`src/source/cpu_pkg.sv`:
```
`default_nettype none

package cpu_pkg;

  // --------------------
  typedef logic [31:0] data_t;
  typedef logic [31:0] inst_t;
  typedef logic [31:0] pc_t;
  typedef logic [4:0]  reg_idx_t;
  typedef logic [2:0]  alu_op_t;
  typedef logic [1:0]  mem_op_t;
  typedef logic [1:0]  fwd_sel_t;

  localparam int NUM_REGS       = 32;
  localparam int DMEM_ADDR_BITS = 8;
  localparam int DMEM_WORDS     = 1 << DMEM_ADDR_BITS;  // 256 words.

  // --------------------
  localparam logic [5:0] OP_RTYPE = 6'h00;
  localparam logic [5:0] OP_ADDI  = 6'h08;
  localparam logic [5:0] OP_LW    = 6'h23;
  localparam logic [5:0] OP_SW    = 6'h2b;
  localparam logic [5:0] OP_BEQ   = 6'h04;
  localparam logic [5:0] OP_BNE   = 6'h05;
  localparam logic [5:0] OP_J     = 6'h02;

  localparam logic [5:0] FN_ADD = 6'h20;
  localparam logic [5:0] FN_SUB = 6'h22;
  localparam logic [5:0] FN_AND = 6'h24;
  localparam logic [5:0] FN_OR  = 6'h25;
  localparam logic [5:0] FN_SLT = 6'h2a;

  localparam inst_t NOP_INST = 32'h0000_0000;  // r-type with funct 0, decodes to no write.

  // --------------------
  localparam alu_op_t ALU_ADD = 3'd0;
  localparam alu_op_t ALU_SUB = 3'd1;
  localparam alu_op_t ALU_AND = 3'd2;
  localparam alu_op_t ALU_OR  = 3'd3;
  localparam alu_op_t ALU_SLT = 3'd4;

  localparam mem_op_t MEM_NONE  = 2'd0;
  localparam mem_op_t MEM_LOAD  = 2'd1;
  localparam mem_op_t MEM_STORE = 2'd2;

  localparam fwd_sel_t FWD_NONE = 2'd0;
  localparam fwd_sel_t FWD_MEM  = 2'd1;
  localparam fwd_sel_t FWD_WB   = 2'd2;

endpackage

`default_nettype wire

```
`src/source/pipeline_regs.sv`:
```
`timescale 1ns/1ps
`default_nettype none

module if_id_register (
  input  logic           clk,
  input  logic           rst_n,
  input  logic           stall,
  input  logic           flush,
  input  cpu_pkg::inst_t inst_in,
  input  cpu_pkg::pc_t   pc_plus4_in,
  output cpu_pkg::inst_t inst_out,
  output cpu_pkg::pc_t   pc_plus4_out
);

  always_ff @(posedge clk) begin
    if (!rst_n || flush) begin
      inst_out     <= cpu_pkg::NOP_INST;
      pc_plus4_out <= '0;
    end else if (!stall) begin
      inst_out     <= inst_in;
      pc_plus4_out <= pc_plus4_in;
    end
  end

endmodule




`default_nettype wire

```
`config.mk`:
```
export PLATFORM = sky130hd
export DESIGN_NAME = if_id_register
export DESIGN_NICKNAME = d
export VERILOG_FILES = /design/src/source/cpu_pkg.sv /design/src/source/pipeline_regs.sv
export SDC_FILE = /design/constraint.sdc
export NUM_CORES = 1
export LEC_CHECK = 0
export BUFFER_PORTS_ARGS = -buffer_cell sky130_fd_sc_hd__buf_2
export CAP_MARGIN = 30
export CORE_MARGIN = 2
export CORE_UTILIZATION = 31
export DETAILED_ROUTE_END_ITERATION = 7
export GPL_TIMING_DRIVEN = 0
export SYNTH_ARGS = -nofsm -noshare
export SYNTH_HDL_FRONTEND = slang
export SYNTH_SLANG_ARGS = --single-unit
```
`constraint.sdc`:
```
create_clock -name clk -period 1 [get_ports clk]
set_input_delay 0.1 -clock clk [delete_from_list [all_inputs] [get_ports clk]]
set_output_delay 0.1 -clock clk [all_outputs]
set_load 0.02 [all_outputs]
```
==> impl_metrics.ini <==
[logic_synthesis]
synth_nets = 275
synth_seq_cells = 64
netlist_instances = 207
syn_avg_cell_area_um2 = 11.1
ys_warn_count = 0
yosysTopAreaCellShare = 0.556
syn_area_um2 = 2300
synthTopCellsByArea = dfxtp_1 56%, mux2i_1 28%, nor2_1 10%, buf_8 3.9%, buf_2 1.3%
synth_cell_types = 8
seq_area_frac_synth = 0.556
synth_top_cell_by_area = dfxtp_1

[global_route]
grt_usage = 0.148
grt_pass1_vias = 2144
antenna_found_initial = 0
grt_pass1_wl_um = 9760
overflow = 0
grt_max_degree = 11

[sta]
setup_viol = 0
holdWs_ns = 0.0134
slew_viol_final = 0
rsz0062_at_grt = false
period_needed_ns = 0.947
skew_ns = 0
post-route-period-util = 0.947
worst_pin_slew_ns = 0.186
hold_viol = 0
setup_tns_ns = 0
maxSlewHeadroom = 0.872
fmax_mhz = 1060
setup_ws_ns = 0.0531

[floorplan]
die_h_um = 90.2
core_um2 = 7210
io-pin-count = 132
die-area_um2 = 8140
die_w_um = 90.2
initial_core_util = 0.319
row_count = 31

[setup_path]
crit_fanout = 2
setup.worst_path.class = flip-flop to output port
crit_buf_inv = 1
path_delay_family = flip-flops
cp-start-kind = flip-flop
cp_slowest_cell = dfxtp_1
worstPathRequired_ns = 0.90
cp.arrival_ns = 0.85
crit_chain = buf_2
cp_slowest_stage_delay_ns = 0.35
endpoint_kind = output port

[placement]
preCtsSetupSlack_ns = -0.00356
hpwl_um = 3690
io_buffer_count = 130
dp.cells = 436
place_area_um2 = 3080
routabilityCongestion = 0.679

[layout]
regArea_um2 = 1280
fin_cells = 493
nNetsFinal = 458
n_fill_cell = 691
final_cell_mix = 132 x buf_2, 64 x mux2i_1, 64 x nor2_1, 64 x dfxtp_1, 42 x dlygate4sd3_1
num_antenna_cells = 0
final_util = 0.508
drive_gt1_frac = 0.398
postLayoutCellArea_um2 = 3660
synthToLayoutAreaGrowth_pct = 59.0
multiInputGateArea_um2 = 887
final_common_cell = buf_2

[route]
drcViolationCount = 0
drt_iter0_drc = 60
wl_per_cell_um = 11.6
routed_via_density = 4.18
num_vias = 2059
ant_nets = 0
postRouteWirelength_um = 5720
drt_first_pass_iters = 6

[pwr]
p_per_area_nw_per_um2 = 1430
power_leakage_nw = 1.91
ir_drop_v = 0.000764
power_mw = 5.25

[clocking]
clockBufferDepth = 2
root_buffer = clkbuf_8
cts_tree = done
numCtsBuffers = 9
path_clk_slew_ns = 0.07
cts_sinks = 64
clock_latency_ns = 0.32
cts_max_level = 3

[run]
maxCapViolCount = 0

[run_status]
status = complete, no violations

[worst_hold_path]
worstHoldPathType = primary input to flip-flop
## Yosys cell counts
cell and instances:
clkbuf_2 1, dfxtp_1 64, buf_8 6, mux2i_1 64, nor2_1 64, buf_2 6
buf_6 1, nand2b_1 1
## per-layer routing
layer / up-vias / wire, µm / global-route usage / share of wire
li1: 1044 / - / - / -
met1: 932 / 2430 / 0.166 / 0.42
met2: 76 / 2860 / 0.262 / 0.50
met3: 7 / 366 / 0.0495 / 0.064
met4: 0 / 66 / 0.0538 / 0.012
met5: - / 0 / 0 / 0
## report_power, final
group	total, mW	internal (mW)	switching (mW)
Sequential	2.67	2.63	0.0389
Combinational	0.796	0.427	0.369
Clock	1.79	0.873	0.912
## area by class of cell
type / count / share of cell area
Buffer: 14 / 0.0372
Sequential cell: 64 / 0.350
Clock buffer: 11 / 0.0359
Tap cell: 99 / 0.0338
Clock inverter: 4 / 0.00615
Timing Repair Buffer: 172 / 0.295
Multi-Input combinational cell: 129 / 0.242
## cell families (layout without fill, tap and decap cells)
group                  Yosys count  in the layout  synth area share
buffers and inverters           14            201            0.0592
muxes                           64             64             0.278
and+or+nand+nor                 65             65             0.107
DFF                             64             64             0.556
## registers in the layout, summed over array words and instances (netlist names)
register      count
pc_plus4_out     32
inst_out         32
## repair_timing
item,4_1_cts,5_1_grt
endpoints found under the hold margin,42,0
endpoints found under the setup margin,0,4
resized for setup,0,4
hold buffers,42,0
buffers inserted,0,0
## worst paths after layout
| kind | from | endpoint | slack [ns] | depth (start not counted) |
|---|---|---|---|---|
| setup / recovery | inst_out[27] | inst_out[27] | 0.05 | 1 |
| hold / removal | inst_in[1] | inst_out[1] | 0.01 | 3 |
| hold reg to reg | inst_out[31] | inst_out[31] | 0.49 | 2 |
| setup reg to reg | inst_out[21] | inst_out[21] | 0.32 | 2 |
Note: power is estimated with default switching activity, not from simulation.
