### src/source/cpu_pkg.sv
`default_nettype none

package cpu_pkg;

  // --------------------
  typedef logic [31:0] data_t;
  typedef logic [31:0] inst_t;
  typedef logic [31:0] pc_t;
  typedef logic [4:0]  reg_idx_t;
  typedef logic [2:0]  alu_op_t;
  typedef logic [1:0]  mem_op_t;
  typedef logic [1:0]  fwd_sel_t;

  localparam int NUM_REGS       = 32;
  localparam int DMEM_ADDR_BITS = 8;
  localparam int DMEM_WORDS     = 1 << DMEM_ADDR_BITS;  // 256 words.

  // --------------------
  localparam logic [5:0] OP_RTYPE = 6'h00;
  localparam logic [5:0] OP_ADDI  = 6'h08;
  localparam logic [5:0] OP_LW    = 6'h23;
  localparam logic [5:0] OP_SW    = 6'h2b;
  localparam logic [5:0] OP_BEQ   = 6'h04;
  localparam logic [5:0] OP_BNE   = 6'h05;
  localparam logic [5:0] OP_J     = 6'h02;

  localparam logic [5:0] FN_ADD = 6'h20;
  localparam logic [5:0] FN_SUB = 6'h22;
  localparam logic [5:0] FN_AND = 6'h24;
  localparam logic [5:0] FN_OR  = 6'h25;
  localparam logic [5:0] FN_SLT = 6'h2a;

  localparam inst_t NOP_INST = 32'h0000_0000;  // r-type with funct 0, decodes to no write.

  // --------------------
  localparam alu_op_t ALU_ADD = 3'd0;
  localparam alu_op_t ALU_SUB = 3'd1;
  localparam alu_op_t ALU_AND = 3'd2;
  localparam alu_op_t ALU_OR  = 3'd3;
  localparam alu_op_t ALU_SLT = 3'd4;

  localparam mem_op_t MEM_NONE  = 2'd0;
  localparam mem_op_t MEM_LOAD  = 2'd1;
  localparam mem_op_t MEM_STORE = 2'd2;

  localparam fwd_sel_t FWD_NONE = 2'd0;
  localparam fwd_sel_t FWD_MEM  = 2'd1;
  localparam fwd_sel_t FWD_WB   = 2'd2;

endpackage

`default_nettype wire

### src/source/control_decoder.sv
`timescale 1ns/1ps
`default_nettype none

module control_decoder (
  input  cpu_pkg::inst_t    inst,
  output cpu_pkg::reg_idx_t rs,
  output cpu_pkg::reg_idx_t rt,
  output cpu_pkg::reg_idx_t rd,
  output cpu_pkg::data_t    immediate,
  output cpu_pkg::pc_t      target,
  output logic              reg_dst,
  output logic              alu_src,
  output logic              reg_write,
  output logic              beq,
  output logic              bne,
  output logic              jump,
  output cpu_pkg::alu_op_t  alu_op,
  output cpu_pkg::mem_op_t  mem_op
);

  logic [5:0] opcode;
  logic [5:0] funct;
  logic       writes;

  assign opcode    = inst[31:26];
  assign funct     = inst[5:0];
  assign rs        = inst[25:21];
  assign rt        = inst[20:16];
  assign rd        = inst[15:11];
  assign immediate = {{16{inst[15]}}, inst[15:0]};
  assign target    = {4'b0000, inst[25:0], 2'b00};  // absolute word target.

  always_comb begin
    reg_dst = 1'b0;
    alu_src = 1'b0;
    writes  = 1'b0;
    beq     = 1'b0;
    bne     = 1'b0;
    jump    = 1'b0;
    alu_op  = cpu_pkg::ALU_ADD;
    mem_op  = cpu_pkg::MEM_NONE;
    case (opcode)
      cpu_pkg::OP_RTYPE: begin
        reg_dst = 1'b1;
        writes  = 1'b1;
        case (funct)
          cpu_pkg::FN_ADD: alu_op = cpu_pkg::ALU_ADD;
          cpu_pkg::FN_SUB: alu_op = cpu_pkg::ALU_SUB;
          cpu_pkg::FN_AND: alu_op = cpu_pkg::ALU_AND;
          cpu_pkg::FN_OR:  alu_op = cpu_pkg::ALU_OR;
          cpu_pkg::FN_SLT: alu_op = cpu_pkg::ALU_SLT;
          default:         writes = 1'b0;  // unknown funct, no-op.
        endcase
      end
      cpu_pkg::OP_ADDI: begin
        alu_src = 1'b1;
        writes  = 1'b1;
      end
      cpu_pkg::OP_LW: begin
        alu_src = 1'b1;
        writes  = 1'b1;
        mem_op  = cpu_pkg::MEM_LOAD;
      end
      cpu_pkg::OP_SW: begin
        alu_src = 1'b1;
        mem_op  = cpu_pkg::MEM_STORE;
      end
      cpu_pkg::OP_BEQ: beq  = 1'b1;
      cpu_pkg::OP_BNE: bne  = 1'b1;
      cpu_pkg::OP_J:   jump = 1'b1;
      default: ;
    endcase
  end

  // register 0 is never written.
  assign reg_write = writes && ((reg_dst ? rd : rt) != '0);

endmodule

`default_nettype wire

### config.mk
export PLATFORM = sky130hd
export DESIGN_NAME = control_decoder
export DESIGN_NICKNAME = d
export VERILOG_FILES = /design/src/source/cpu_pkg.sv /design/src/source/control_decoder.sv
export SDC_FILE = /design/constraint.sdc
export NUM_CORES = 1
export LEC_CHECK = 0
export BUFFER_PORTS_ARGS = -buffer_cell sky130_fd_sc_hd__buf_2
export CAP_MARGIN = 30
export CORE_MARGIN = 3
export CORE_UTILIZATION = 34
export DETAILED_ROUTE_END_ITERATION = 8
export PLACE_DENSITY = 0.91
export SYNTH_ARGS = -nofsm -noshare
export SYNTH_HDL_FRONTEND = slang
export SYNTH_SLANG_ARGS = --single-unit
### constraint.sdc
create_clock -name vclk -period 3.3
set_input_delay 0.165 -clock vclk [all_inputs]
set_output_delay 0.165 -clock vclk [all_outputs]
set_load 0.1 [all_outputs]
==> metrics.yaml <==
seqCellArea_sq_um: 0
gp_congestion: 0.824
finalMaxSlewViolations: 0
hold_class: "in2out"
fin_crit_sh_pct: 61.8
ioPinCount: 122
port_buffers: 86
crit_path_start_kind: "input port"
netlist_area_sq_um: 831
max_freq_mhz: 490
slowest_stage: "or4_4"
layout-drive-gt1-share_pct: 76.8
placed_cells_incl_taps: 153
crit_path_start: "inst[30]"
setup_slack_ps: 1260
critPathMaxStageDelay_ps: 560
die_y_um: 55.4
finalSetupViolCount: 0
totalWireLength_um: 1740
nets: 159
drc: 0
diodes: 0
status: "finished clean"
seq_area_frac_synth_pct: 0
cts_setup_buffers: 0
crit_path_end_kind: "output port"
worstPathRequired_ps: 3130
crit_arrival_ps: 1880
vias: 665
final_cells: 153
grt_pass1_wl_um: 2580
p_leak_nw: 0.437
multi_input_area_sq_um: 283
maxCapViolCount: 0
grt_pass1_vias: 538
path_common_cell: "buf_2"
yosys_warnings: 0
grt_max_degree: 21
dieArea_sq_um: 3070
vias_per_cell: 4.35
synthDistinctLibCells: 26
final_cell_mix: "buf_2, conb_1, nor2_1"
ant_nets: 0
rows: 17
design.core.area_sq_um: 2250
totalPowerFinal_mw: 0.365
dpl_cell_area_sq_um: 748
ir_drop_uv: 218
synth.avg_cell_area_sq_um: 7.35
crit_end: "alu_op[1]"
drtIter0Drc: 7
area_growth_syn_to_layout_pct: -9.94
hold_violations: 0
cp_max_fo: 5
layout_commonest_cell: "buf_2"
n_clock_buffer: 0
utilization_pct: 33.2
nFlopsAndLatches: 0
final_area_sq_um: 748
grt_overflow: 0
grt_usage_pct: 9.69
nFillCells: 249
crit_type: "in2out"
whs_ps: 330
synthCells: 113
cts_hold_buf: 0
grt_setup_unrepaired: "false"
period_minus_slack_ps: 2040
cts_resized: 0
antenna_found_initial: 0
fin_tns_setup_ps: 0
cellPowerDensity_nw_per_um2: 488
drtPass1Iterations: 4
die_w_um: 55.4
dp_hpwl_um: 1550
crit_chain: "buf_2 > or4_4 > nor3_4 > nand2_2 > nor4b_4 > buf_2"
place_worst_setup_slack_ps: 1240
initial_core_util_pct: 36.8
wire_per_inst_um: 11.4
-- Yosys cell counts (2+ instances only) --
library cell / n / share of area (%)
buf_4: 79 / 71
nand2b_1: 2 / 1.5
nor3_1: 2 / 1.2
o21ai_0: 2 / 1.2
nand3_1: 2 / 1.2
nor4_1: 2 / 1.5
nor2_1: 3 / 1.4
or4_1: 2 / 1.8
or2_2: 2 / 1.5
-- worst min path at each step --
stage	slack [ps]	depth (start not counted)	endpoint	startpoint
2_1_floorplan	440	1	reg_dst	inst[28]
3_3_place_gp	330	0	immediate[7]	inst[7]
3_5_place_dp	330	0	immediate[7]	inst[7]
4_1_cts	330	0	immediate[7]	inst[7]
5_1_grt	330	0	immediate[10]	inst[10]
6_report	330	0	immediate[10]	inst[10]
-- power by group --
group	switching, mW	internal (mW)
Combinational	0.326	0.0389
Sequential	0	0
Clock	0	0
Total	0.326	0.0389
-- kinds of logic after synthesis --
kind of cell	count (synthesis)	share of synthesized area [%]
buf+inv	79	71.4
compound gates	6	4.67
mux	1	1.20
simple gates	26	22.3
other cells	1	0.451
-- final cells by class --
type	count	share of cell area, %
Tap cell	28	4.68
Multi-Input combinational cell	39	37.8
Timing Repair Buffer	86	57.5
-- metal layers --
metal | part of all wire (%) | global-route usage, %
met1 | 33 | 11.1
met2 | 50 | 18.1
met3 | 16 | 3.04
met4 | 0.69 | 0.694
met5 | 0 | 0
-- worst max-delay path: cells and delay by family --
family	cells	cell delay [ps]
and+or+nand+nor	4	1110
buffers and inverters	2	600
No activity file was read; power rests on OpenSTA's default activity.
