--- config.mk ---
export PLATFORM = sky130hd
export DESIGN_NAME = hazard_unit
export DESIGN_NICKNAME = d
export VERILOG_FILES = /design/src/source/cpu_pkg.sv /design/src/source/hazard_unit.sv
export SDC_FILE = /design/constraint.sdc
export NUM_CORES = 1
export LEC_CHECK = 0
export ABC_CLOCK_PERIOD_IN_PS = 900
export BUFFER_PORTS_ARGS = -buffer_cell sky130_fd_sc_hd__buf_2
export CELL_PAD_IN_SITES_DETAIL_PLACEMENT = 1
export CELL_PAD_IN_SITES_GLOBAL_PLACEMENT = 2
export CORE_ASPECT_RATIO = 0.75
export CORE_MARGIN = 1
export CORE_UTILIZATION = 17
export DETAILED_ROUTE_END_ITERATION = 10
export PLACE_DENSITY = 0.94
export SYNTH_ARGS = -nofsm -noshare
export SYNTH_HDL_FRONTEND = slang
export SYNTH_SLANG_ARGS = --single-unit
--- constraint.sdc ---
create_clock -name vclk -period 0.9
set_input_delay 0.09 -clock vclk [all_inputs]
set_output_delay 0.09 -clock vclk [all_outputs]
set_load 0.02 [all_outputs]
--- src/source/cpu_pkg.sv ---
`default_nettype none

package cpu_pkg;

  // --------------------
  typedef logic [31:0] data_t;
  typedef logic [31:0] inst_t;
  typedef logic [31:0] pc_t;
  typedef logic [4:0]  reg_idx_t;
  typedef logic [2:0]  alu_op_t;
  typedef logic [1:0]  mem_op_t;
  typedef logic [1:0]  fwd_sel_t;

  localparam int NUM_REGS       = 32;
  localparam int DMEM_ADDR_BITS = 8;
  localparam int DMEM_WORDS     = 1 << DMEM_ADDR_BITS;  // 256 words.

  // --------------------
  localparam logic [5:0] OP_RTYPE = 6'h00;
  localparam logic [5:0] OP_ADDI  = 6'h08;
  localparam logic [5:0] OP_LW    = 6'h23;
  localparam logic [5:0] OP_SW    = 6'h2b;
  localparam logic [5:0] OP_BEQ   = 6'h04;
  localparam logic [5:0] OP_BNE   = 6'h05;
  localparam logic [5:0] OP_J     = 6'h02;

  localparam logic [5:0] FN_ADD = 6'h20;
  localparam logic [5:0] FN_SUB = 6'h22;
  localparam logic [5:0] FN_AND = 6'h24;
  localparam logic [5:0] FN_OR  = 6'h25;
  localparam logic [5:0] FN_SLT = 6'h2a;

  localparam inst_t NOP_INST = 32'h0000_0000;  // r-type with funct 0, decodes to no write.

  // --------------------
  localparam alu_op_t ALU_ADD = 3'd0;
  localparam alu_op_t ALU_SUB = 3'd1;
  localparam alu_op_t ALU_AND = 3'd2;
  localparam alu_op_t ALU_OR  = 3'd3;
  localparam alu_op_t ALU_SLT = 3'd4;

  localparam mem_op_t MEM_NONE  = 2'd0;
  localparam mem_op_t MEM_LOAD  = 2'd1;
  localparam mem_op_t MEM_STORE = 2'd2;

  localparam fwd_sel_t FWD_NONE = 2'd0;
  localparam fwd_sel_t FWD_MEM  = 2'd1;
  localparam fwd_sel_t FWD_WB   = 2'd2;

endpackage

`default_nettype wire

--- src/source/hazard_unit.sv ---
`timescale 1ns/1ps
`default_nettype none

module hazard_unit (
  input  cpu_pkg::reg_idx_t id_rs,
  input  cpu_pkg::reg_idx_t id_rt,
  input  cpu_pkg::reg_idx_t ex_rs,
  input  cpu_pkg::reg_idx_t ex_rt,
  input  cpu_pkg::reg_idx_t mem_dst,
  input  cpu_pkg::reg_idx_t wb_dst,
  input  logic              mem_reg_write,
  input  logic              wb_reg_write,
  input  logic              ex_load,
  input  logic              redirect,
  output logic              stall,
  output logic              flush,
  output cpu_pkg::fwd_sel_t fwd_a,
  output cpu_pkg::fwd_sel_t fwd_b
);

  logic load_use;

  // the younger producer wins.
  function automatic cpu_pkg::fwd_sel_t pick(input cpu_pkg::reg_idx_t src);
    if (mem_reg_write && mem_dst == src) return cpu_pkg::FWD_MEM;
    if (wb_reg_write && wb_dst == src) return cpu_pkg::FWD_WB;
    return cpu_pkg::FWD_NONE;
  endfunction

  // a load writes rt, so ex_rt is its destination.
  assign load_use = ex_load && (ex_rt == id_rs || ex_rt == id_rt);

  always_comb begin
    fwd_a = pick(ex_rs);
    fwd_b = pick(ex_rt);
    flush = redirect;
    stall = load_use && !redirect;  // flush wins.
  end

  always_comb begin
    assert (!(stall && flush)) else $error("stall and flush high together.");
  end

endmodule

`default_nettype wire

==> flow_metrics.tcl <==
set metrics [dict create \
    outcome "finished with violations" \
    violations "negative setup slack" \
    synth_nets 82 \
    hp-class "in -> out" \
    synth_top_area_share_pct 51.3 \
    critPathRequiredTime_ns 0.81 \
    routedWlPerCell_um 13.5 \
    vias_per_cell 4.31 \
    fp.dieW_um 56.3 \
    rows 14 \
    placed_area_um2 701 \
    dr.pass1.iters 3 \
    synth_area_leaders "xnor2_1, xor2_1, nand4_1, a311oi_1, nand2_1" \
    fmax_mhz 871 \
    port_buffers 40 \
    busiest_layer "met2" \
    antenna_found_initial 0 \
    drv_slew 0 \
    clock_buffers 0 \
    total_power_uw 449 \
    register_area_um2 0 \
    start_kind "input pin" \
    cp-startpoint "ex_rs[0]" \
    die_h_um 42.7 \
    slew_headroom_pct 83.4 \
    num_io_pins 40 \
    start_util_pct 18.3 \
    place_congestion 0.666 \
    track_usage_pct 13.9 \
    syn_area_um2 375 \
    drt_iter0_drc 6 \
    worstMarginPinSlew_ns 0.247 \
    core_um2 2050 \
    drc_errors 0 \
    yosys_warnings 0 \
    synth_commonest_cells "xnor2_1, xor2_1, nand2_1, nand4_1" \
    yosysMostFrequentCell "xnor2_1" \
    path_cells "buf_8, xor2_2, nor4_2, buf_4, and3_4, buf_6" \
    drv_cap 0 \
    vias 521 \
    netlist_instances 48 \
    routed_wl_mm 1.64 \
    n_antenna_cell 0 \
    p_leak_uw 0.000419 \
    slowest_delay_ns 0.25 \
    min_from "redirect" \
    min_period_ns 1.15 \
    hold_viol_final 0 \
    die_area_um2 2400 \
    use_met2_pct 28.1 \
    finalNonFillerCells 121 \
    dp_hpwl_mm 1.34 \
    area_delta_synth_final_pct 150 \
    synth_cell_types 12 \
    avgSynthCellArea_um2 7.82 \
    ant_nets 0 \
    grt_overflow 0 \
    fin_util_pct 45.8 \
    design.seq.count 0 \
    final_nets 133 \
    grt_max_degree 5 \
    rsz0062_at_grt "true" \
    crit_arrival_ns 1.06 \
    finalCritPeriodShare_pct 128 \
    worstSetupPathType "in -> out" \
    place_ws_ns -0.352 \
    cp_max_fo 2 \
    dp.cells 119 \
    use_met1_pct 17.3 \
    seq_area_frac_synth_pct 0 \
    synth_top_area_cell "xnor2_1" \
    critPathCaptureType "primary output" \
    grt_pass1_wl_mm 2.61 \
    power_density_nw_per_um2 478 \
    setup_slack_ns -0.248 \
    grt_use_met3_pct 0.610 \
    postLayoutCellArea_um2 940 \
    finalSetupViolCount 5 \
    grt_pass1_vias 568 \
    ir_worst_vdd_v 0.000196 \
    drive_gt1_share_pct 72.2 \
    critical_path.slowest_cell "nor4_2" \
]
## repair_timing
action / CTS / global route
pin swaps: 15 / 3
resized for setup: 45 / 5
gates cloned: 0 / 0
hold buffers: 0 / 0
buffers inserted: 2 / 0
endpoints found under the setup margin: 5 / 5
## per-stage QoR
stage          hold slack [ns]  setup TNS (ns)
2_1_floorplan            0.280          -0.223
3_3_place_gp             0.412           -1.18
3_5_place_dp             0.418           -1.37
4_1_cts                  0.418           -1.10
5_1_grt                  0.423           -1.36
6_report                 0.415           -1.10
## path summary, 6_finish.rpt
kind | to | cells after the start
worst min-delay path | flush | 2
worst max-delay path | fwd_a[0] | 6
## critical path, delay by kind of cell
family                 cells  cell delay, ns
XOR/XNOR                   1            0.17
AND/OR/NAND/NOR            2            0.42
buffers and inverters      3            0.37
## cell usage in the layout (no fill, tap or decap)
cell	Yosys	routed
buf_2	0	24
buf_6	0	18
xnor2_1	22	13
xnor2_2	0	9
buf_4	1	6
xor2_1	8	5
nand4_1	4	4
nand2_1	4	4
xor2_2	0	3
buf_8	0	3
nor4_2	1	2
and3_4	0	1
and3_2	0	1
a311oi_4	0	1
nor2b_1	1	1
o22ai_2	0	1
a311oi_2	0	1
## power breakdown
group	switching (uW)	internal (uW)
logic	188	261
registers	0	0
clock network	0	0
## per-layer routing
metal  wire (um)  vias to the layer above
li1            -                      262
met1         648                      242
met2         914                       17
met3          72                        0
met4           0                        0
met5           0                        -
## area by class of cell
| type | instances | area, um^2 |
|---|---|---|
| repair buffers | 51 | 413 |
| fillers | 244 | 1110 |
| well taps | 24 | 30.0 |
| multi-input cells | 46 | 497 |
## cells by family after synthesis
| logic type | count (synthesis) | share of synthesized area, % |
|---|---|---|
| AOI/OAI and AO/OA | 3 | 6.34 |
| xor gates and xnor gates | 30 | 70.0 |
| buffers and inverters | 2 | 3.00 |
| and+or+nand+nor | 13 | 20.7 |
(Power assumes the default switching activity.)
