$ cat src/source/cpu_pkg.sv
`default_nettype none

package cpu_pkg;

  // --------------------
  typedef logic [31:0] data_t;
  typedef logic [31:0] inst_t;
  typedef logic [31:0] pc_t;
  typedef logic [4:0]  reg_idx_t;
  typedef logic [2:0]  alu_op_t;
  typedef logic [1:0]  mem_op_t;
  typedef logic [1:0]  fwd_sel_t;

  localparam int NUM_REGS       = 32;
  localparam int DMEM_ADDR_BITS = 8;
  localparam int DMEM_WORDS     = 1 << DMEM_ADDR_BITS;  // 256 words.

  // --------------------
  localparam logic [5:0] OP_RTYPE = 6'h00;
  localparam logic [5:0] OP_ADDI  = 6'h08;
  localparam logic [5:0] OP_LW    = 6'h23;
  localparam logic [5:0] OP_SW    = 6'h2b;
  localparam logic [5:0] OP_BEQ   = 6'h04;
  localparam logic [5:0] OP_BNE   = 6'h05;
  localparam logic [5:0] OP_J     = 6'h02;

  localparam logic [5:0] FN_ADD = 6'h20;
  localparam logic [5:0] FN_SUB = 6'h22;
  localparam logic [5:0] FN_AND = 6'h24;
  localparam logic [5:0] FN_OR  = 6'h25;
  localparam logic [5:0] FN_SLT = 6'h2a;

  localparam inst_t NOP_INST = 32'h0000_0000;  // r-type with funct 0, decodes to no write.

  // --------------------
  localparam alu_op_t ALU_ADD = 3'd0;
  localparam alu_op_t ALU_SUB = 3'd1;
  localparam alu_op_t ALU_AND = 3'd2;
  localparam alu_op_t ALU_OR  = 3'd3;
  localparam alu_op_t ALU_SLT = 3'd4;

  localparam mem_op_t MEM_NONE  = 2'd0;
  localparam mem_op_t MEM_LOAD  = 2'd1;
  localparam mem_op_t MEM_STORE = 2'd2;

  localparam fwd_sel_t FWD_NONE = 2'd0;
  localparam fwd_sel_t FWD_MEM  = 2'd1;
  localparam fwd_sel_t FWD_WB   = 2'd2;

endpackage

`default_nettype wire

$ cat src/source/alu.sv
`timescale 1ns/1ps
`default_nettype none

module alu (
  input  cpu_pkg::alu_op_t op,
  input  cpu_pkg::data_t   a,
  input  cpu_pkg::data_t   b,
  output cpu_pkg::data_t   result,
  output logic             equal
);

  always_comb begin
    case (op)
      cpu_pkg::ALU_ADD: result = a + b;
      cpu_pkg::ALU_SUB: result = a - b;
      cpu_pkg::ALU_AND: result = a & b;
      cpu_pkg::ALU_OR:  result = a | b;
      cpu_pkg::ALU_SLT: result = {31'b0, $signed(a) < $signed(b)};
      default:          result = a + b;
    endcase
  end

  assign equal = (a == b);  // branch compare.

endmodule

`default_nettype wire

$ cat config.mk
export PLATFORM = sky130hd
export DESIGN_NAME = alu
export DESIGN_NICKNAME = d
export VERILOG_FILES = /design/src/source/cpu_pkg.sv /design/src/source/alu.sv
export SDC_FILE = /design/constraint.sdc
export NUM_CORES = 1
export LEC_CHECK = 0
export BUFFER_PORTS_ARGS = -buffer_cell sky130_fd_sc_hd__buf_2
export CORE_ASPECT_RATIO = 1.5
export CORE_MARGIN = 8
export CORE_UTILIZATION = 40
export DETAILED_ROUTE_END_ITERATION = 12
export PLACE_DENSITY_LB_ADDON = 0.08
export SETUP_SLACK_MARGIN = 0.15
export SYNTH_ARGS = -nofsm -noshare
export SYNTH_HDL_FRONTEND = slang
export SYNTH_SLANG_ARGS = --single-unit
$ cat constraint.sdc
create_clock -name vclk -period 10
set_input_delay 2 -clock vclk [all_inputs]
set_output_delay 2 -clock vclk [all_outputs]
set_load 0.05 [all_outputs]
==> results.md <==
- Outcome: finished clean
- # IOs: 100
- Mapped Area: 5150 µm²
- Iter 0 DRT Violations: 423
- Row count: 51
- Xor/xnor share of the synthesized area: 0.00850
- CP Data Required Time: 8.00 ns
- Final hold violations: 0
- Drt wl/cell: 19.5 µm
- Hpwl dp: 15,700 µm
- Min Clock Period, post-route: 7.33 ns
- Worst slew pin tran: 1.05 ns
- First-pass GRT wire length: 31,200 µm
- Cells after Synth: 801
- Total GRT Usage: 0.223
- Initial Util: 0.404
- Logic pwr share: 1.000
- CTS resizes: 0
- Psw: 0.302 mW
- Cell Chain, Critical Path: buf_2 > inv_1 > ha_1 > nand3_1 > or4_1 > a21oi_1 > o31ai_1 > a22o_1 > o311a_1 > xor2_1 > o221ai_1 > buf_2
- Via count: 6,391
- Switching Fraction: 0.690
- Hold wc startpoint: a[7]
- Post-route cell area: 5760 µm²
- Unrepaired setup endpoints after global routing: no
- I/O Buffers: 100
- Slowest stage delay, CP: 0.56 ns
- WP depth: 12
- Largest net degree at the start of global routing: 34
- Setup TNS: 0 ns
- Post-synthesis cell type count: 75
- Ant diodes: 0
- Layout cells sized above 1: 0.149
- Cell count after placement: 1,022
- Multi-input gate area: 4640 µm²
- Hold WC Path Type: primary input to primary output
- Detailed Routing Iterations Pass 1: 5
- Largest family of logic cells by synthesized area: compound AO/OA/AOI/OAI gates
- Buf/Inv on CP: 3
- Max VDD drop: 35.6 µV
- Slew Limit Fails: 0
- Max-cap violations: 0
- WL final: 19,900 µm
- Compound-cell area share of the yosys netlist: 0.401
- DRC Markers: 0
- Hold EP: result[7]
- Slew headroom: 0.297
- Final cell count without fillers: 1,022
- Syn avg cell area: 6.43 µm²
- Critical Path Slowest Stage Cell: or4_1
- Die Footprint: 16,800 µm²
- Period utilization: 0.733
- Hold Crit Depth: 5
- Worst setup EP type: primary output
- Vias in the first global route: 6,250
- Fillers: 1,417
- Detail Route Antenna Nets: 0
- Simple-gate share of the synthesized area: 0.240
- Worst path arrival time: 5.33 ns
- Layout area overhead: 11.7%
- Pwr per Cell Area: 76.1 nW/µm²
- Total grt overflow: 0
- Crit-path leading delay family: compound AO/OA/AOI/OAI gates
- Setup bufs post-CTS: 0
- Yosys warnings: 0
- Final Setup Violations: 0
- Placed Area: 5760 µm²
- Sequential power share: 0
- Nets: 1,030
- Core ar.: 12,800 µm²
- CP dominant cell by count: buf_2
- CP Max Fanout: 11
- Die X: 109 µm
- Die Span Y: 155 µm
- Syn_nets: 966
- Sequential share of the synthesized area: 0
- FF/Latch Area: 0 µm²
- Layout clock buffers: 0
- Leakage: 2.80 nW
- Fmax: 0.136 GHz
- CTS Hold Bufs: 0
- Vias per inst: 6.25
- CP Class: primary input to primary output
- RePlAce Congestion: 0.909
- Post-Synth Adder-Cell Area: 0.241
- Part of the power in the clock network: 0
- Int Pwr: 0.136 mW
- CP Launch Type: primary input
- Sequential cell count: 0
- Fraction of synthesized area in multiplexers: 0.00413
- Initial antenna violation count: 0
[power by group through the flow]
stage | clock network, mW | logic (mW) | registers [mW]
after floorplan | 0 | 0.316 | 0
after global placement | 0 | 0.429 | 0
after detailed placement | 0 | 0.432 | 0
after CTS | 0 | 0.434 | 0
after global routing | 0 | 0.472 | 0
final | 0 | 0.438 | 0
[cells in the mapped netlist, drive strengths merged (3+ instances only)]
cell type,count,share of area
inv,102,0.074
ha,96,0.23
nor2,85,0.062
a21oi,75,0.073
nand2,58,0.042
o21ai,53,0.051
clkbuf,38,0.028
o221ai,21,0.036
nor3,20,0.020
nor2b,15,0.018
o211ai,15,0.022
a221o,13,0.025
o21bai,13,0.019
o22ai,13,0.016
nand2b,12,0.015
nor4,11,0.013
o31ai,10,0.015
a221oi,9,0.015
nand3,8,0.0078
a211oi,7,0.010
a22oi,7,0.010
and3,7,0.0087
a21boi,6,0.0087
a21o,6,0.0087
a31oi,6,0.010
nand4,6,0.0073
o21a,6,0.0087
or2,6,0.0073
buf,5,0.0041
o211a,5,0.0097
o311ai,5,0.010
or3,5,0.0061
or4,5,0.0080
a211o,3,0.0053
and2,3,0.0036
nor3b,3,0.0044
o311a,3,0.0058
xnor2,3,0.0051
[worst max path at each step]
stage,start,endpoint,slack [ns]
after detailed placement,a[0],result[30],2.70
after CTS,a[0],result[30],2.68
after global placement,a[0],result[30],2.70
after floorplan,a[0],result[30],2.41
final,a[9],result[28],2.67
after global routing,a[4],result[29],2.48
[tightest hold or removal path: stages]
cell and delay (ns):
buf_2 0.12, inv_1 0.05, ha_1 0.13, o211ai_1 0.09
buf_2 0.22
[cell usage in the layout, fill, tap and decap left out, drive strengths merged, types with 15 or more instances in the layout]
master and instances:
inv 102, o221ai 21, ha 96, o21ai 53, o211ai 15, nor3 20, nor2b 15, buf 105
nor2 85, a21oi 75, nand2 58
[layer usage]
layer,vias to the layer above,GRT usage,share of wire
li1,3044,-,-
met1,3011,0.252,0.38
met2,283,0.416,0.52
met3,53,0.0199,0.067
met5,-,0,0
met4,0,0.0779,0.034
[layout make-up]
cell class,instances,area share
inverter,102,0.0665
multi-input combinational,656,0.805
tap,159,0.0346
timing repair buffer,105,0.0935
[metrics by stage]
stage,power [mW],util,setup WS (ns),hold slack (ns)
finish,0.438,0.451,2.67,4.61
detailed placement,0.432,0.451,2.70,4.61
floorplan,0.316,-,2.41,4.54
global placement,0.429,0.451,2.70,4.60
global route,0.472,0.451,2.48,4.65
CTS,0.434,0.451,2.68,4.61
[cell families after synthesis]
| kind of cell | Yosys count |
|---|---|
| AO/OA/AOI/OAI | 298 |
| AND/OR/NAND/NOR | 253 |
| buffers and inverters | 145 |
| adder cells (fa/ha/maj) | 98 |
| XOR/XNOR | 5 |
| multiplexers | 2 |
Note: power is estimated with default switching activity, not from simulation.
