<file path="src/source/cpu_pkg.sv">
`default_nettype none

package cpu_pkg;

  // --------------------
  typedef logic [31:0] data_t;
  typedef logic [31:0] inst_t;
  typedef logic [31:0] pc_t;
  typedef logic [4:0]  reg_idx_t;
  typedef logic [2:0]  alu_op_t;
  typedef logic [1:0]  mem_op_t;
  typedef logic [1:0]  fwd_sel_t;

  localparam int NUM_REGS       = 32;
  localparam int DMEM_ADDR_BITS = 8;
  localparam int DMEM_WORDS     = 1 << DMEM_ADDR_BITS;  // 256 words.

  // --------------------
  localparam logic [5:0] OP_RTYPE = 6'h00;
  localparam logic [5:0] OP_ADDI  = 6'h08;
  localparam logic [5:0] OP_LW    = 6'h23;
  localparam logic [5:0] OP_SW    = 6'h2b;
  localparam logic [5:0] OP_BEQ   = 6'h04;
  localparam logic [5:0] OP_BNE   = 6'h05;
  localparam logic [5:0] OP_J     = 6'h02;

  localparam logic [5:0] FN_ADD = 6'h20;
  localparam logic [5:0] FN_SUB = 6'h22;
  localparam logic [5:0] FN_AND = 6'h24;
  localparam logic [5:0] FN_OR  = 6'h25;
  localparam logic [5:0] FN_SLT = 6'h2a;

  localparam inst_t NOP_INST = 32'h0000_0000;  // r-type with funct 0, decodes to no write.

  // --------------------
  localparam alu_op_t ALU_ADD = 3'd0;
  localparam alu_op_t ALU_SUB = 3'd1;
  localparam alu_op_t ALU_AND = 3'd2;
  localparam alu_op_t ALU_OR  = 3'd3;
  localparam alu_op_t ALU_SLT = 3'd4;

  localparam mem_op_t MEM_NONE  = 2'd0;
  localparam mem_op_t MEM_LOAD  = 2'd1;
  localparam mem_op_t MEM_STORE = 2'd2;

  localparam fwd_sel_t FWD_NONE = 2'd0;
  localparam fwd_sel_t FWD_MEM  = 2'd1;
  localparam fwd_sel_t FWD_WB   = 2'd2;

endpackage

`default_nettype wire

</file>
<file path="src/source/pipeline_regs.sv">
`timescale 1ns/1ps
`default_nettype none



module ex_mem_register (
  input  logic              clk,
  input  logic              rst_n,
  input  logic              flush,
  input  cpu_pkg::data_t    alu_result_in, store_data_in,
  input  cpu_pkg::pc_t      target_in,
  input  cpu_pkg::reg_idx_t dst_reg_in,
  input  logic              compare_in, beq_in, bne_in, jump_in, reg_write_in,
  input  cpu_pkg::mem_op_t  mem_op_in,
  output cpu_pkg::data_t    alu_result_out, store_data_out,
  output cpu_pkg::pc_t      target_out,
  output cpu_pkg::reg_idx_t dst_reg_out,
  output logic              compare_out, beq_out, bne_out, jump_out, reg_write_out,
  output cpu_pkg::mem_op_t  mem_op_out,
  output logic              redirect
);

  always_ff @(posedge clk) begin
    if (!rst_n || flush) begin
      {alu_result_out, store_data_out, target_out, dst_reg_out} <= '0;
      {compare_out, beq_out, bne_out, jump_out, reg_write_out, mem_op_out} <= '0;
    end else begin
      alu_result_out <= alu_result_in;
      store_data_out <= store_data_in;
      target_out     <= target_in;
      dst_reg_out    <= dst_reg_in;
      compare_out    <= compare_in;
      beq_out        <= beq_in;
      bne_out        <= bne_in;
      jump_out       <= jump_in;
      reg_write_out  <= reg_write_in;
      mem_op_out     <= mem_op_in;
    end
  end

  // branch resolves here, fetch is redirected at the end of this cycle.
  assign redirect = (beq_out && compare_out) || (bne_out && !compare_out) || jump_out;

  // the decoder raises at most one of these per instruction.
  a_one_redirect_kind: assert property (@(posedge clk) disable iff (!rst_n)
    $onehot0({beq_out, bne_out, jump_out}));

endmodule


`default_nettype wire

</file>
<file path="config.mk">
export PLATFORM = sky130hd
export DESIGN_NAME = ex_mem_register
export DESIGN_NICKNAME = d
export VERILOG_FILES = /design/src/source/cpu_pkg.sv /design/src/source/pipeline_regs.sv
export SDC_FILE = /design/constraint.sdc
export NUM_CORES = 1
export LEC_CHECK = 0
export ABC_AREA = 1
export BUFFER_PORTS_ARGS = -buffer_cell sky130_fd_sc_hd__buf_2
export CAP_MARGIN = 20
export CORE_MARGIN = 1.5
export CORE_UTILIZATION = 36
export DETAILED_ROUTE_END_ITERATION = 6
export GPL_ROUTABILITY_DRIVEN = 0
export GPL_TIMING_DRIVEN = 0
export HOLD_SLACK_MARGIN = 0.1
export PLACE_DENSITY = 0.74
export SETUP_SLACK_MARGIN = 0.3
export SLEW_MARGIN = 10
export SYNTH_ARGS = -nofsm -noshare
export SYNTH_HDL_FRONTEND = slang
export SYNTH_SLANG_ARGS = --single-unit
</file>
<file path="constraint.sdc">
create_clock -name clk -period 0.8 [get_ports clk]
set_input_delay 0.16 -clock clk [delete_from_list [all_inputs] [get_ports clk]]
set_output_delay 0.16 -clock clk [all_outputs]
set_load 0.01 [all_outputs]
</file>
==> results.yml <==
pwr:
  combPwrFrac_pct: 11.4
  ir_drop_v: 0.00111
  power_frac_clock_pct: 31.0
  power_mw: 9.86
  power_frac_seq_pct: 57.6
  sw_frac_of_total_pct: 24.3
  p_switching_mw: 2.39
  p_int_mw: 7.47
  power_per_cell_area_mw_per_mm2: 1960
  leakagePower_nw: 2.98
floorplanning:
  die_h_um: 95.4
  std_cell_rows: 33
  initial_utilization_pct: 37.3
  coreArea_mm2: 0.00826
  io_pins: 220
  die_x_um: 95.4
  die_area_mm2: 0.00911
timing:
  relSlewSlack_pct: 88.0
  whs_ns: -0.00804
  tightestPinTransition_ns: 0.179
  post-route-min-period_ns: 1.17
  slew_viol_final: 0
  final-hold-violation-count: 2
  layout_setup_ws_ns: -0.368
  rsz0062_at_grt: "yes"
  setup_violations: 109
  clock.fmax_ghz: 0.856
  fin_crit_sh_pct: 146
final_layout:
  layout_commonest_cell: "buf_2"
  multi_input_area_um2: 465
  drive_gt1_share_pct: 53.6
  fillers: 704
  antenna_cells: 0
  final_cell_mix: "buf_2 (171), inv_1 (109), nor2_1 (101)"
  nNetsFinal: 688
  synthToLayoutAreaGrowth_pct: 63.1
  seq_area_mm2: 0.00222
  postLayoutCoreUtil_pct: 60.8
place:
  place_ws_ns: -0.201
  portBuffers: 219
  dp_hpwl_mm: 5.52
critical_path:
  cp-end-kind: "output port"
  cp-startpoint: "compare_out"
  path_cells: "nand2_2 -> nand3_2 -> buf_6"
  cp_max_fo: 3
  critical_path_required_ns: 0.64
  critPathTopFamily: "flip-flops"
  critical_path.max_stage_delay_ns: 0.37
  path_buf_inv: 1
  start_kind: "flop"
  criticalPathCategory: "reg2out"
  crit_arrival_ns: 1.01
  crit_slowest_cell: "dfxtp_4"
yosys:
  synth_seq_area_share_pct: 70.3
  synth_nets: 453
  synthDistinctLibCells: 9
  ys_ff_latch: 108
  syn_area_per_cell_um2: 9.00
  syn-cell-area_mm2: 0.00308
  syn_inst: 342
  ys_warn_count: 0
cts:
  cts.path.max_buffers: 2
  cts_tree: "built"
  clk_pin_slew_ns: 0.11
  cts-buffers-inserted: 9
  clkSinkCount: 108
  h-tree-depth: 3
  cts_root_buf: "clkbuf_8"
global_routing:
  track_usage_pct: 15.2
  grt_pass1_vias: 2472
  grt_max_degree: 19
  grt_first_pass_wirelength_mm: 10.4
  antenna_found_initial: 0
  grt_overflow: 0
route:
  ant_nets: 0
  drc: 0
  num_vias: 2673
  viasPerCell: 3.89
  avgRoutedWirePerCell_um: 10.8
  first_iter_violations: 19
  firstDrtPassIters: 4
  routed_wl_mm: 7.41
outcome:
  status: "finished, violations left"
  violations: "negative hold slack, negative setup slack"
flow_run:
  maxCapViolCount: 0
hold_path:
  hold_start: "target_in[9]"
  min_path_type: "in2reg"
## layer usage
metal,global-route usage (%),share of wire [%]
met2,27.6,53
met1,14.4,35
met4,7.60,1.7
met5,0,0
met3,6.54,10
## synthesized netlist by cell type
master / count / area [um2]
nand2_2: 1 / 6.26
nor2_1: 108 / 405
nand2_1: 2 / 7.51
dfxtp_1: 108 / 2160
buf_2: 8 / 40.0
inv_1: 110 / 413
inv_2: 1 / 3.75
buf_6: 3 / 33.8
nand3_1: 1 / 5.00
## per-stage QoR
stage,setup TNS (ns),area (um2),std cells
after detailed placement,-8.16,4390,666
after global placement,-7.37,4390,666
after global routing,-22.53,5020,687
final,-16.70,5020,687
after floorplan,0,3160,342
after CTS,-19.22,4710,686
## state kept, by name, indices dropped and copies added (netlist names)
register        count
compare_out         1
dst_reg_out         5
store_data_out     32
reg_write_out       1
bne_out             1
alu_result_out     32
mem_op_out          2
beq_out             1
target_out         32
jump_out            1
## kinds of logic (layout without fill, tap and decap cells)
family        Yosys count  count (layout)  synth area share [%]
buf+inv               122             362                  15.9
flops                 108             108                  70.3
simple gates          112             112                  13.8
## what timing repair did
action,4_1_cts,5_1_grt
pin swaps,1,0
endpoints found under the setup margin,139,113
buffers inserted,4,1
hold endpoints to repair,108,108
gates resized for setup,26,85
## power groups by stage
stage,Clock (mW),Combinational (mW),Sequential [mW]
2_1_floorplan,0,0.306,5.89
3_3_place_gp,0,0.957,5.76
3_5_place_dp,0,0.976,5.77
4_1_cts,3.16,1.04,5.65
5_1_grt,3.41,1.24,5.70
6_report,3.05,1.12,5.68
## final cells by class
| class | count | area share [%] |
|---|---|---|
| Buffer | 11 | 2.49 |
| Clock buffer | 10 | 2.74 |
| Clock inverter | 6 | 0.898 |
| Inverter | 111 | 8.63 |
| Multi-Input combinational cell | 112 | 9.27 |
| Sequential cell | 108 | 44.3 |
| Tap cell | 105 | 2.62 |
| Timing Repair Buffer | 224 | 29.0 |
## path summary, 6_finish.rpt
| check | endpoint | cells past startpoint |
|---|---|---|
| max | redirect | 3 |
| min | target_out[9] | 3 |
Power figures use the tool's default switching activity.
