## config.mk

```make
export PLATFORM = sky130hd
export DESIGN_NAME = reg_file
export DESIGN_NICKNAME = d
export VERILOG_FILES = /design/src/source/cpu_pkg.sv /design/src/source/reg_file.sv
export SDC_FILE = /design/constraint.sdc
export NUM_CORES = 2
export LEC_CHECK = 0
export ABC_AREA = 1
export ABC_CLOCK_PERIOD_IN_PS = 3300
export BUFFER_PORTS_ARGS = -buffer_cell sky130_fd_sc_hd__buf_2
export CORE_UTILIZATION = 25
export DETAILED_ROUTE_END_ITERATION = 12
export RECOVER_POWER = 100
export SETUP_SLACK_MARGIN = 0.02
export SLEW_MARGIN = 20
export SYNTH_ARGS = -nofsm -noshare
export SYNTH_HDL_FRONTEND = slang
export SYNTH_SLANG_ARGS = --single-unit
```

## constraint.sdc

```tcl
create_clock -name clk -period 3.3 [get_ports clk]
set_input_delay 0.66 -clock clk [delete_from_list [all_inputs] [get_ports clk]]
set_output_delay 0.66 -clock clk [all_outputs]
set_load 0.05 [all_outputs]
```

## src/source/cpu_pkg.sv

```systemverilog
`default_nettype none

package cpu_pkg;

  // --------------------
  typedef logic [31:0] data_t;
  typedef logic [31:0] inst_t;
  typedef logic [31:0] pc_t;
  typedef logic [4:0]  reg_idx_t;
  typedef logic [2:0]  alu_op_t;
  typedef logic [1:0]  mem_op_t;
  typedef logic [1:0]  fwd_sel_t;

  localparam int NUM_REGS       = 32;
  localparam int DMEM_ADDR_BITS = 8;
  localparam int DMEM_WORDS     = 1 << DMEM_ADDR_BITS;  // 256 words.

  // --------------------
  localparam logic [5:0] OP_RTYPE = 6'h00;
  localparam logic [5:0] OP_ADDI  = 6'h08;
  localparam logic [5:0] OP_LW    = 6'h23;
  localparam logic [5:0] OP_SW    = 6'h2b;
  localparam logic [5:0] OP_BEQ   = 6'h04;
  localparam logic [5:0] OP_BNE   = 6'h05;
  localparam logic [5:0] OP_J     = 6'h02;

  localparam logic [5:0] FN_ADD = 6'h20;
  localparam logic [5:0] FN_SUB = 6'h22;
  localparam logic [5:0] FN_AND = 6'h24;
  localparam logic [5:0] FN_OR  = 6'h25;
  localparam logic [5:0] FN_SLT = 6'h2a;

  localparam inst_t NOP_INST = 32'h0000_0000;  // r-type with funct 0, decodes to no write.

  // --------------------
  localparam alu_op_t ALU_ADD = 3'd0;
  localparam alu_op_t ALU_SUB = 3'd1;
  localparam alu_op_t ALU_AND = 3'd2;
  localparam alu_op_t ALU_OR  = 3'd3;
  localparam alu_op_t ALU_SLT = 3'd4;

  localparam mem_op_t MEM_NONE  = 2'd0;
  localparam mem_op_t MEM_LOAD  = 2'd1;
  localparam mem_op_t MEM_STORE = 2'd2;

  localparam fwd_sel_t FWD_NONE = 2'd0;
  localparam fwd_sel_t FWD_MEM  = 2'd1;
  localparam fwd_sel_t FWD_WB   = 2'd2;

endpackage

`default_nettype wire

```

## src/source/reg_file.sv

```systemverilog
`timescale 1ns/1ps
`default_nettype none

module reg_file (
  input  logic              clk,
  input  logic              rst_n,
  input  cpu_pkg::reg_idx_t read_reg_1,
  input  cpu_pkg::reg_idx_t read_reg_2,
  input  cpu_pkg::reg_idx_t write_reg,
  input  logic              write_en,
  input  cpu_pkg::data_t    write_data,
  output cpu_pkg::data_t    read_data_1,
  output cpu_pkg::data_t    read_data_2
);

  cpu_pkg::data_t regs [cpu_pkg::NUM_REGS];

  always_ff @(posedge clk) begin
    if (!rst_n) begin
      for (int i = 0; i < cpu_pkg::NUM_REGS; i++) begin
        regs[i] <= '0;
      end
    end else if (write_en) begin
      regs[write_reg] <= write_data;
    end
  end

  function automatic cpu_pkg::data_t read_port(input cpu_pkg::reg_idx_t idx);
    if (idx == '0) return '0;
    if (write_en && write_reg == idx) return write_data;  // write-through.
    return regs[idx];
  endfunction

  always_comb begin
    read_data_1 = read_port(read_reg_1);
    read_data_2 = read_port(read_reg_2);
  end

  // zero-destination writes are dropped in decode and must never reach write-back.
  a_no_r0_write: assert property (@(posedge clk) disable iff (!rst_n)
    !(write_en && write_reg == '0));

endmodule

`default_nettype wire

```

==> out/results.txt <==
Final Cell Area: 68,700 um^2
Synth cell types: 25
YS warnings: 0
Worst Setup EP: read_data_2[25]
TritonCTS clock tree: done
post-DR wirelength/cell: 22.6 um
Slew headroom: -1.47%
wire length of the first global-routing pass: 341,000 um
status: finished with violations
Overflow after GRT: 0
Buffers on Ports: 113
Worst Path Required: 2640 ps
Die X: 485 um
drc violations: 0
DRT Wirelength: 238,000 um
CP Launch Point: read_reg_2[1]
core area: 231,000 um^2
final setup margin: -11.5 ps
cell count after synthesis: 7,434
max-slew violations: 33
critical path arrival: 2650 ps
Mapped Nets: 7,484
Seq/Total Area, Yosys: 52.7%
Final Non-Filler Cells: 10.5k
RSZ-0062 raised after global routing: yes
hold-fix buffers at CTS: 0
clock-pin slew on the worst setup and hold paths: 60 ps
WHS Path Cells: 3
total iterations of the first detailed-routing run: 6
Site Rows: 176
f_max: 302 MHz
max cap viols: 1
critical path's slowest cell: buf_12
number of global-route vias before repair: 51.6k
hpwl dp: 146,000 um
clk buf depth: 3
Tot GR Track Use: 19.4%
Routed Antenna Nets: 0
largest net degree at the start of global routing: 68
crit path cell chain: buf_8 -> buf_12 -> buf_4 -> o21ai_0 -> o21ai_0 -> a21oi_1 -> nand2_1 -> nand2_1 -> a21oi_1 -> buf_12
GPL Wtd Cong: 0.932
CP peak stage delay: 300 ps
final setup violation count: 1
Initial DRC Count: 7,634
worst hold path type: in2reg
Die Y: 485 um
Min Hold Slack: 498 ps
Top reg by flops: regs
initial antenna violation count: 7
Lkg Pwr: 28.5 nW
Max IR drop VDD: 0.413 mV
Setup crit start kind: input pin
failing checks: max-capacitance violations, max-slew violations, negative setup slack
fin crit share: 100%
biggest regs: regs (1024)
Worst-Margin Slew: 1520 ps
Final Hold Viols: 0
CP Class: in2out
# placed instances: 10.3k
CTS root buffer: clkbuf_16
Sink Count: 1,024
worst-path fanout max: 42
Yosys reg bits: 1,024
post-layout utilization of the core: 29.7%
Initial Utilization: 25.3%
TritonCTS buffer count: 101
pwr/cell area: 486 nW/um^2
I/O pins: 114
Power, Total: 33.4 mW
critical path capture point type: output port
die area: 235,000 um^2
vias per cell: 5.22
vias post-DR: 54.9k
nets: 7,450
P&R area growth vs syn: 17.7%
Placed Instance Area: 65,200 um^2
layout cells sized above 1: 11.0%
Tmin final: 3310 ps
mean cell area of the mapped netlist: 7.85 um^2
Post-Syn Area: 58,300 um^2
max FFs per register: 1,024
H-tree depth: 3
[how the worst min path moves through the flow]
stage               slack [ps]           start      endpoint
floorplan                  910  write_data[31]   regs[0][31]
global placement          1200  write_data[23]  regs[14][23]
detailed placement        1220  write_data[21]  regs[12][21]
global route               500  write_data[21]  regs[10][21]
finish                     500  write_data[23]  regs[13][23]
CTS                        460  write_data[21]  regs[10][21]
[final cells by class]
| class | count | area (um^2) |
|---|---|---|
| fillers | 24000 | 162000 |
| flip-flops and latches | 1024 | 30700 |
| multi-input cells | 5157 | 22800 |
| repair buffers | 507 | 5610 |
| well taps | 3026 | 3790 |
| clock buffers | 114 | 2620 |
| inverters | 609 | 2340 |
| clock inverters | 74 | 772 |
| diodes | 3 | 7.51 |
[per-layer routing]
layer	global-route usage, %	routed length (um)	share of wire (%)
met5	0	33	0.014
met4	12.2	16900	7.1
met3	3.35	24600	10
met2	31.5	108000	46
met1	23.8	87800	37
[layout by cell type, fill, tap and decap left out, types with 5 or more instances in the layout]
cell / Yosys / final
nand2_1: 1781 / 1746
nor2_1: 1385 / 1379
nand3_1: 1057 / 1040
edfxtp_1: 1024 / 1024
inv_1: 601 / 598
o21ai_0: 372 / 369
a21oi_1: 264 / 224
buf_4: 19 / 198
o211ai_1: 193 / 193
buf_12: 0 / 142
clkbuf_16: 0 / 108
or2_2: 58 / 58
clkbuf_2: 1 / 56
buf_2: 258 / 50
a21oi_2: 0 / 40
nand2_2: 0 / 35
o21ai_1: 22 / 24
clkinv_1: 1 / 22
clkinv_2: 0 / 21
clkbuf_4: 0 / 21
clkbuf_1: 305 / 20
nand3_2: 2 / 17
bufinv_16: 0 / 15
nor3_1: 9 / 13
buf_6: 3 / 13
buf_16: 0 / 8
inv_2: 7 / 6
inv_6: 0 / 6
o22ai_1: 5 / 5
clkinv_4: 0 / 5
clkinvlp_4: 0 / 5
[worst max-delay path, delay by kind of cell]
kind | cells | cell delay [ps]
compound gates | 4 | 670
buf+inv | 4 | 910
simple gates | 2 | 360
[report_power, final]
group / total, mW / internal, mW / switching (mW) / leakage (nW)
Combinational: 5.79 / 1.77 / 4.02 / 17.1
Sequential: 15.3 / 15.0 / 0.306 / 9.74
Clock: 12.3 / 6.88 / 5.37 / 1.66
Total: 33.4 / 23.7 / 9.69 / 28.5
[metrics by stage]
step           setup TNS, ps  setup WS (ps)
3_5_place_dp            -650          -75.7
2_1_floorplan              0            173
5_1_grt                 -130          -28.5
3_3_place_gp            -457          -68.8
6_report               -11.5          -11.5
4_1_cts                    0           8.96
[synthesized netlist by cell type (all sizes together)]
| master | n | area, um^2 |
|---|---|---|
| nor2 | 1385 | 5200 |
| o22ai | 5 | 31.3 |
| inv | 608 | 2280 |
| or2 | 58 | 363 |
| edfxtp | 1024 | 30700 |
| a21boi | 1 | 7.51 |
| a21oi | 264 | 1320 |
| o21ai | 394 | 1970 |
| buf | 338 | 1690 |
| xor2 | 2 | 17.5 |
| nand3 | 1059 | 5310 |
| nand4 | 2 | 12.5 |
| nor3 | 13 | 110 |
| nand2 | 1781 | 6690 |
| clkinv | 1 | 3.75 |
| clkbuf | 306 | 1150 |
| o211ai | 193 | 1450 |
[what timing repair did]
item / CTS / global route
buffers inserted: 0 / 6
gates cloned: 0 / 5
resized for setup: 20 / 109
endpoints found under the setup margin: 21 / 58
pin swaps: 1 / 4
[cell families (layout without fill, tap and decap cells)]
family          after synthesis  after routing  share of synthesized area [%]
other cells                   0              3                              0
buf+inv                    1253           1304                           8.78
compound gates              857            857                           8.19
simple gates               4298           4298                           30.3
xor+xnor                      2              2                         0.0300
flops                      1024           1024                           52.7
(Power assumes the default switching activity.)
